$ cat src/rtl/hsi_geom_pkg.sv
package hsi_geom_pkg;

  localparam int HSI_BANDS      = 16;                    // Spectral samples per pixel
  localparam int HSI_LANES      = 4;                     // Samples per beat
  localparam int HSI_BEATS      = HSI_BANDS / HSI_LANES; // Beats per pixel
  localparam int HSI_BAND_SHIFT = $clog2(HSI_BANDS);     // Divide by band count

  // Pixel numbering wraps at 2**16
  localparam int HSI_PIX_WIDTH  = 16;

  // Depth of the per-lane difference, square, accumulate pipe
  localparam int HSI_LATENCY    = 3;

endpackage

$ cat src/rtl/hsi_mse_pkg.sv
package hsi_mse_pkg;

  // Signed input sample
  localparam int HM_DATA_WIDTH     = 16;

  // Square of the 17-bit sample difference
  localparam int HM_DATA_WIDTH_MUL = 2 * (HM_DATA_WIDTH + 1);

  // Lane accumulator and final MSE word
  localparam int HM_DATA_WIDTH_ACC = 40;

  // Sum over all lanes grows by log2 of the lane count
  localparam int HM_SUM_WIDTH      = HM_DATA_WIDTH_ACC + $clog2(hsi_geom_pkg::HSI_LANES);

endpackage

$ cat src/rtl/hm_acc_if.sv
`timescale 1ns/10ps

interface hm_acc_if;
  import hsi_mse_pkg::*;
  import hsi_geom_pkg::*;

  logic                                         acc_valid; // Lane 0 output strobe
  logic                                         acc_last;  // Beat closes a pixel
  logic [HSI_PIX_WIDTH-1:0]                     acc_pix;   // Pixel number of this beat
  logic [HSI_LANES-1:0][HM_DATA_WIDTH_ACC-1:0]  acc_data;  // Running sum per lane

  modport lanes (
    output acc_valid,
    output acc_data
  );

  modport ctrl (
    output acc_last,
    output acc_pix
  );

  modport reduce (
    input acc_valid,
    input acc_last,
    input acc_pix,
    input acc_data
  );

endinterface

$ cat src/rtl/hm_beat_ctrl.sv
`timescale 1ns/10ps

module hm_beat_ctrl (
  input  logic     clk,
  input  logic     rst_n,
  input  logic     px_valid,   // One beat of HSI_LANES samples
  output logic     first_beat, // Beat opens a pixel in the px_valid cycle
  hm_acc_if.ctrl   acc         // Framing aligned with lane outputs
);
  import hsi_geom_pkg::*;

  logic [$clog2(HSI_BEATS+1)-1:0]         beat_cnt;  // Beat position inside the pixel
  logic [HSI_PIX_WIDTH-1:0]               pix_cnt;   // Number of the pixel on the input
  logic                                   last_beat; // Beat closes a pixel
  logic [HSI_LATENCY-1:0]                 last_sr;   // Last flag delay line
  logic [HSI_LATENCY-1:0][HSI_PIX_WIDTH-1:0] pix_sr; // Pixel number delay line

  assign first_beat = px_valid && (beat_cnt == '0);
  assign last_beat  = px_valid && (beat_cnt == HSI_BEATS - 1);

  // Beat and pixel counters hold through gaps
  always_ff @(posedge clk or negedge rst_n) begin
    if (!rst_n) begin
      beat_cnt <= '0;
      pix_cnt  <= '0;
    end else if (px_valid) begin
      if (last_beat) begin
        beat_cnt <= '0;              // Wrap for the next pixel
        pix_cnt  <= pix_cnt + 1'b1;
      end else begin
        beat_cnt <= beat_cnt + 1'b1;
      end
    end
  end

  // Same depth as sq_df_acc so framing meets the lane sums
  always_ff @(posedge clk or negedge rst_n) begin
    if (!rst_n) begin
      last_sr <= '0;
      pix_sr  <= '0;
    end else begin
      last_sr <= {last_sr[HSI_LATENCY-2:0], last_beat}; // Already gated by px_valid
      pix_sr  <= {pix_sr[HSI_LATENCY-2:0], pix_cnt};
    end
  end

  assign acc.acc_last = last_sr[HSI_LATENCY-1];
  assign acc.acc_pix  = pix_sr[HSI_LATENCY-1];

  a_cnt_range: assert property (
    @(posedge clk) disable iff (!rst_n)
    beat_cnt < HSI_BEATS
  ) else $error("beat counter out of range");

endmodule

$ cat src/rtl/hm_mse_reduce.sv
`timescale 1ns/10ps

module hm_mse_reduce (
  input  logic                                     clk,
  input  logic                                     rst_n,
  hm_acc_if.reduce                                 acc,
  output logic                                     mse_valid, // One pulse per pixel
  output logic [hsi_mse_pkg::HM_DATA_WIDTH_ACC-1:0] mse,      // Mean of squared errors
  output logic [hsi_geom_pkg::HSI_PIX_WIDTH-1:0]   mse_pix    // Pixel the mean belongs to
);
  import hsi_mse_pkg::*;
  import hsi_geom_pkg::*;

  logic [HM_SUM_WIDTH-1:0] lane_sum; // Widened so no carry is lost
  logic                    pix_done; // Lanes hold the complete pixel sums

  assign pix_done = acc.acc_valid & acc.acc_last;

  always_comb begin
    lane_sum = '0;
    for (int l = 0; l < HSI_LANES; l++) begin
      lane_sum = lane_sum + HM_SUM_WIDTH'(acc.acc_data[l]);
    end
  end

  always_ff @(posedge clk or negedge rst_n) begin
    if (!rst_n) begin
      mse_valid <= 1'b0;
    end else begin
      mse_valid <= pix_done;
    end
  end

  // Result word loads only on a pixel close
  always_ff @(posedge clk) begin
    if (pix_done) begin
      mse     <= HM_DATA_WIDTH_ACC'(lane_sum >> HSI_BAND_SHIFT); // Divide by HSI_BANDS
      mse_pix <= acc.acc_pix;
    end
  end

  // Framing from the controller must land on a lane output beat
  a_last_has_valid: assert property (
    @(posedge clk) disable iff (!rst_n)
    acc.acc_last |-> acc.acc_valid
  ) else $error("pixel close without lane data");

  // No lane may move its sum without the lane 0 strobe
  a_lanes_agree: assert property (
    @(posedge clk) disable iff (!rst_n)
    !acc.acc_valid |-> $stable(acc.acc_data)
  ) else $error("lane sum changed without lane 0 strobe");

endmodule

$ cat src/rtl/hsi_mse.sv
`timescale 1ns/10ps

module hsi_mse (
  input  logic                                     clk,
  input  logic                                     rst_n,

  input  logic                                     px_valid, // Beat strobe without back-pressure
  input  logic [hsi_geom_pkg::HSI_LANES*hsi_mse_pkg::HM_DATA_WIDTH-1:0] px_ref,  // Lane 0 low
  input  logic [hsi_geom_pkg::HSI_LANES*hsi_mse_pkg::HM_DATA_WIDTH-1:0] px_test, // Lane 0 low

  output logic                                     mse_valid,
  output logic [hsi_mse_pkg::HM_DATA_WIDTH_ACC-1:0] mse,
  output logic [hsi_geom_pkg::HSI_PIX_WIDTH-1:0]   mse_pix
);
  import hsi_mse_pkg::*;
  import hsi_geom_pkg::*;

  logic first_beat; // Restarts every lane sum

  hm_acc_if acc_if ();

  hm_beat_ctrl i_beat_ctrl (
    .clk        (clk),
    .rst_n      (rst_n),
    .px_valid   (px_valid),
    .first_beat (first_beat),
    .acc        (acc_if.ctrl)
  );

  for (genvar i = 0; i < HSI_LANES; i++) begin : g_lane
    logic lane_valid; // Identical in every lane

    sq_df_acc #(
      .DATA_WIDTH     (HM_DATA_WIDTH),
      .DATA_WIDTH_MUL (HM_DATA_WIDTH_MUL),
      .DATA_WIDTH_ACC (HM_DATA_WIDTH_ACC)
    ) i_sq_df_acc (
      .clk            (clk),
      .rst_n          (rst_n),
      .initial_acc_en (first_beat),
      .initial_acc    ('0),                                          // Each pixel starts at zero
      .data_in_valid  (px_valid),
      .data_in_v1     (px_ref[i*HM_DATA_WIDTH +: HM_DATA_WIDTH]),
      .data_in_v2     (px_test[i*HM_DATA_WIDTH +: HM_DATA_WIDTH]),
      .data_out_valid (lane_valid),
      .data_out       (acc_if.acc_data[i])
    );

    // One strobe is enough for the reduction
    if (i == 0) begin : g_strobe
      assign acc_if.acc_valid = lane_valid;
    end
  end

  hm_mse_reduce i_mse_reduce (
    .clk       (clk),
    .rst_n     (rst_n),
    .acc       (acc_if.reduce),
    .mse_valid (mse_valid),
    .mse       (mse),
    .mse_pix   (mse_pix)
  );

endmodule

$ cat src/rtl/sq_df_acc.sv
`timescale 1ns/10ps

module sq_df_acc #(
  parameter int DATA_WIDTH     = hsi_mse_pkg::HM_DATA_WIDTH,     // Sample width
  parameter int DATA_WIDTH_MUL = hsi_mse_pkg::HM_DATA_WIDTH_MUL, // Square width
  parameter int DATA_WIDTH_ACC = hsi_mse_pkg::HM_DATA_WIDTH_ACC  // Running sum width
) (
  input  logic                          clk,
  input  logic                          rst_n,

  input  logic                          initial_acc_en, // Restart sum on this beat
  input  logic [DATA_WIDTH_ACC-1:0]     initial_acc,    // Start value for the restart

  input  logic                          data_in_valid,
  input  logic signed [DATA_WIDTH-1:0]  data_in_v1,     // Reference sample
  input  logic signed [DATA_WIDTH-1:0]  data_in_v2,     // Test sample

  output logic                          data_out_valid,
  output logic [DATA_WIDTH_ACC-1:0]     data_out        // Running sum of squares
);

  logic                       en_1;       // Stage 1 holds a beat
  logic                       en_2;       // Stage 2 holds a beat
  logic                       init_1;     // Restart flag, stage 1
  logic                       init_2;     // Restart flag, stage 2
  logic [DATA_WIDTH_ACC-1:0]  init_val_1; // Start value, stage 1
  logic [DATA_WIDTH_ACC-1:0]  init_val_2; // Start value, stage 2
  logic signed [DATA_WIDTH:0] diff;       // One spare bit so full scale cannot wrap
  logic [DATA_WIDTH_MUL-1:0]  sq;         // Always non-negative

  // Strobes, restart flags and the running sum
  always_ff @(posedge clk or negedge rst_n) begin
    if (!rst_n) begin
      en_1           <= 1'b0;
      en_2           <= 1'b0;
      init_1         <= 1'b0;
      init_2         <= 1'b0;
      data_out_valid <= 1'b0;
      data_out       <= '0;
    end else begin
      en_1           <= data_in_valid;
      init_1         <= data_in_valid & initial_acc_en; // Only a real beat restarts
      en_2           <= en_1;
      init_2         <= init_1;
      data_out_valid <= en_2;
      if (en_2) begin
        if (init_2) begin
          data_out <= init_val_2 + sq;  // First beat drops the old sum
        end else begin
          data_out <= data_out + sq;    // Keep adding within the pixel
        end
      end                               // Sum holds on idle cycles
    end
  end

  // Data path moves only with its strobe
  always_ff @(posedge clk) begin
    if (data_in_valid) begin
      diff       <= data_in_v1 - data_in_v2; // Stage 1
      init_val_1 <= initial_acc;
    end
    if (en_1) begin
      sq         <= diff * diff;             // Stage 2
      init_val_2 <= init_val_1;
    end
  end

  // Every output beat came from an input beat exactly three cycles back
  a_out_has_in: assert property (
    @(posedge clk) disable iff (!rst_n)
    data_out_valid |-> $past(data_in_valid, 3)
  ) else $error("sq_df_acc output without matching input");

endmodule
$ cat config.mk
export PLATFORM = sky130hd
export DESIGN_NAME = hsi_mse
export DESIGN_NICKNAME = d
export VERILOG_FILES = /design/src/rtl/hsi_geom_pkg.sv /design/src/rtl/hsi_mse_pkg.sv /design/src/rtl/hm_acc_if.sv /design/src/rtl/hm_beat_ctrl.sv /design/src/rtl/hm_mse_reduce.sv /design/src/rtl/hsi_mse.sv /design/src/rtl/sq_df_acc.sv
export SDC_FILE = /design/constraint.sdc
export NUM_CORES = 2
export LEC_CHECK = 0
export ABC_AREA = 1
export BUFFER_PORTS_ARGS = -buffer_cell sky130_fd_sc_hd__buf_2
export CORE_UTILIZATION = 36
export DETAILED_ROUTE_END_ITERATION = 10
export SETUP_SLACK_MARGIN = 0.4
export SYNTH_ARGS = -nofsm -noshare
export SYNTH_HDL_FRONTEND = slang
export SYNTH_HIERARCHICAL = 1
export SYNTH_SLANG_ARGS = --single-unit
$ cat constraint.sdc
create_clock -name clk -period 9.6 [get_ports clk]
set_input_delay 0.96 -clock clk [delete_from_list [all_inputs] [get_ports clk]]
set_output_delay 0.96 -clock clk [all_outputs]
set_load 0.02 [all_outputs]
; ---- After elaboration in Yosys (flattened, before gate mapping)
; Cells that the tools add are included.
[word_totals]
register_bits = 494
wordCells = 55
[classes]
n_addsub = 13
n_mul = 4
n_eq_ne = 1
n_mux = 5
bitwise = 2
reduce_logical = 4
[op_table]
columns = cell, count
row1 = 40-bit by 34-bit adder with 40-bit output, 4
row2 = 40-bit 2-to-1 mux, 4
row3 = 17-bit by 17-bit multiplier with 34-bit output, 4
row4 = 42-bit by 40-bit adder with 42-bit output, 2
row5 = 16-bit by 16-bit subtractor with 17-bit output, 4
row6 = 40-bit by 40-bit adder with 41-bit output, 1
row7 = "16-bit by 1-bit adder with 16-bit output, second input constant", 1
row8 = "3-bit by 1-bit adder with 3-bit output, second input constant", 1
row9 = "3-bit by 2-bit == test with 1-bit output, second input constant", 1
row10 = 3-bit zero test, 1
row11 = 3-bit 2-to-1 mux, 1
row12 = 1-bit bitwise AND, 2
row13 = 1-bit logical AND, 2
row14 = 2-bit AND reduction, 1

; ---- Logic depth before layout (Yosys ltp)
[depth]
ltp_word = 3
depth_mapped = 26
depth_no_buf = 24

; ---- By module
; The synthesis kept the hierarchy.
[modules_own_cells]
columns = module, instances, cells_each, area_each_um2
row1 = sq_df_acc (g_lane[0].i_sq_df_acc), 1, 2479, 20370.8
row2 = sq_df_acc (g_lane[2].i_sq_df_acc), 1, 2442, 20215.6
row3 = sq_df_acc (g_lane[3].i_sq_df_acc), 1, 2436, 20213.1
row4 = sq_df_acc (g_lane[1].i_sq_df_acc), 1, 2445, 20203.1
row5 = hm_mse_reduce, 1, 894, 6832.8
row6 = hm_beat_ctrl, 1, 187, 2442.3
row7 = hsi_mse, 1, 1, 3.8

; ---- Worst setup path after synthesis
; OpenSTA, ideal clock, no wires.
[synth_timing]
path_type = register to register
start = reg g_lane[0].i_sq_df_acc.diff[16]
end = reg g_lane[0].i_sq_df_acc.sq[33] (data pin)
setup_time_ns = 0.253
arrival_time_ns = 5.784
slack_ns = 3.563
stages_incl_launch_ff = 22
n_path_buf = 2
synth_period_minus_slack_ns = 6.037
cell_sequence = edfxtp_1 > clkbuf_1 > clkbuf_1 > nand2_1 > fa_1 > inv_1 > fa_1 > inv_1 > fa_1 > inv_1 > fa_1 > fa_1 > inv_1 > fa_1 > inv_1 > ha_1 > a21oi_1 > o211ai_1 > a21oi_1 > nand2_1 > nand2_1 > nand2_1
[synth_between]
elab_chain_len = 1
[synth_lines]
columns = element, line_no
row1 = start: declaration, sq_df_acc.sv:28  ; logic signed [DATA_WIDTH:0] diff;
row2 = start signal: assignment, sq_df_acc.sv:59  ; diff <= data_in_v1 - data_in_v2;
row3 = 17-bit by 17-bit multiplier with 34-bit output, sq_df_acc.sv:63  ; sq <= diff * diff;
row4 = end signal: assignment, sq_df_acc.sv:63
row5 = end: declaration, sq_df_acc.sv:29  ; logic [DATA_WIDTH_MUL-1:0] sq;
; Every way passes these cells.
; A chain may end at the register's enable or synchronous reset.

; ---- Worst setup path in the final report
[layout_timing]
start = reg g_lane[0].i_sq_df_acc.diff[16]
end = reg g_lane[0].i_sq_df_acc.sq[23] (data pin)
; The elaborated chain is that of the path after synthesis.

==> impl_metrics.tcl <==
set metrics [dict create \
    gp_congestion 0.9591 \
    htree_levels 3 \
    cts_tree "built" \
    reg2reg_from "g_lane[0].i_sq_df_acc/diff[16]" \
    syn-instance-count 10880 \
    tightest_slew_ns 1.039 \
    min_path_type "in -> async" \
    grt_usage_pct 18.91 \
    clock_path_buffers 3 \
    ant_nets 0 \
    multi_input_area_mm2 0.05625 \
    cp.arrival_ns 7.11 \
    antenna_found_initial 2 \
    finalSetupViolCount 0 \
    slew_viol_final 0 \
    period_share_pct 69.01 \
    path_delay_family "adder cells" \
    status "finished clean" \
    first_iter_violations 4503 \
    fp.dieW_um 502.6 \
    cts_root_buffer "clkbuf_16" \
    rsz0062_at_grt "false" \
    viasPerCell 4.611 \
    dpl.hpwl_um 193700 \
    max_stage_delay_ns 0.85 \
    fin_nets 13010 \
    grt_max_degree 70 \
    syn_avg_cell_area_um2 8.290 \
    hold_buffers 0 \
    die-height_um 502.6 \
    r2r_end "g_lane[0].i_sq_df_acc/sq[23]" \
    path_clk_slew_ns 0.07 \
    final_cell_mix "2930 x nand2_1, 2678 x inv_1, 1144 x fa_1" \
    path_class "reg -> reg" \
    setup_tns_ns 0 \
    wirelength_um 232000 \
    maxCapViolCount 0 \
    drc_errors 0 \
    num_rows 183 \
    core_mm2 0.2489 \
    utilization_pct 39.57 \
    hold_viol 0 \
    first_pass_iters 6 \
    grt_pass1_wl_um 375100 \
    startpoint_type "flip-flop" \
    r2r_slack_ns 2.97 \
    relSlewSlack_pct 30.72 \
    portBuffers 185 \
    dr_total_vias 67060 \
    layout_commonest_cell "nand2_1" \
    reg2reg_depth 17 \
    place_area_mm2 0.09519 \
    fin_area_mm2 0.09848 \
    slowest_stage "edfxtp_1" \
    grt_pass1_vias 68430 \
    cp_max_fo 22 \
    cts.repair.resized 0 \
    clock-sinks 822 \
    crit_buf_inv 4 \
    drive_gt1_share_pct 5.530 \
    critPathCaptureType "flip-flop" \
    wl_per_cell_um 15.95 \
    die_area_mm2 0.2526 \
    start_util_pct 36.24 \
    yosysWarnings 6 \
    clk_latency_ns 0.73 \
    grt.overflow.total 0 \
    cts_setup_buffers 0 \
    fill_cells 25550 \
    path_cells "inv_1, or2_2, fa_1, inv_1, fa_1, fa_1, fa_1, fa_1, inv_1, fa_1, inv_1, ha_1, nand3_1, nor2_1, nand4_1, nand2_1, xor2_1" \
    register_area_mm2 0.02345 \
    path_common_cell "fa_1" \
    skew_ns 0.03046 \
    maxClockFrequency_ghz 0.1509 \
    critPathRequiredTime_ns 10.08 \
    final.min_clock_period_ns 6.625 \
    design.portCount 188 \
    cts_made_buffers 95 \
    syn_area_mm2 0.09021 \
    area_growth_pct 9.171 \
]
per-layer routing:
layer / track usage (%) / part of all wire, % / routed length, um / vias up
met5: 0 / 0 / 0 / -
met4: 5.694 / 3.0 / 6986 / 0
met3: 1.644 / 4.3 / 9882 / 245
met2: 31.60 / 47 / 109300 / 1286
met1: 25.94 / 46 / 105900 / 32430
li1: - / - / - / 33100
area by class of cell:
class                           instances  share of cell area [%]
Multi-Input combinational cell       7296                   57.12
Inverter                             2692                   10.26
Sequential cell                       822                   23.81
Clock inverter                         66                  0.6785
Clock buffer                          114                   2.655
Timing Repair Buffer                  221                   1.235
Antenna cell                            3                0.007623
Tap cell                             3330                   4.231
state kept, by name, summed over array words and instances (netlist names), 16 cells and up:
name                           cells
g_lane.i_sq_df_acc/diff           68
g_lane.i_sq_df_acc/sq            132
i_beat_ctrl/pix_cnt               16
g_lane.i_sq_df_acc/data_out      160
i_mse_reduce/mse                  38
g_lane.i_sq_df_acc/init_val_1    160
g_lane.i_sq_df_acc/init_val_2    160
i_beat_ctrl/pix_sr                32
i_mse_reduce/mse_pix              16
i_beat_ctrl/acc.acc_pix           16
stage by stage:
stage,worst slack (ns),cells,hold slack (ns)
after floorplan,3.563,11040,0.3312
after global placement,3.056,14360,0.3315
after detailed placement,3.029,14360,0.3347
after CTS,2.981,14540,0.1346
after global routing,2.524,14540,0.1889
final,2.975,14540,0.1605
worst max-delay path by stage:
stage,slack (ns),cells past startpoint,from,endpoint
3_5_place_dp,3.03,20,g_lane[0].i_sq_df_acc/diff[16],g_lane[0].i_sq_df_acc/sq[32]
3_3_place_gp,3.06,17,g_lane[0].i_sq_df_acc/diff[16],g_lane[0].i_sq_df_acc/sq[23]
2_1_floorplan,3.56,21,g_lane[0].i_sq_df_acc/diff[16],g_lane[0].i_sq_df_acc/sq[33]
6_report,2.97,17,g_lane[0].i_sq_df_acc/diff[16],g_lane[0].i_sq_df_acc/sq[23]
5_1_grt,2.52,20,g_lane[0].i_sq_df_acc/diff[16],g_lane[0].i_sq_df_acc/sq[32]
4_1_cts,2.98,20,g_lane[0].i_sq_df_acc/diff[16],g_lane[0].i_sq_df_acc/sq[32]
Power is left out: the tool's default activity adds up to more than one toggle a clock period on the data nets, which glitch-free logic cannot reach.
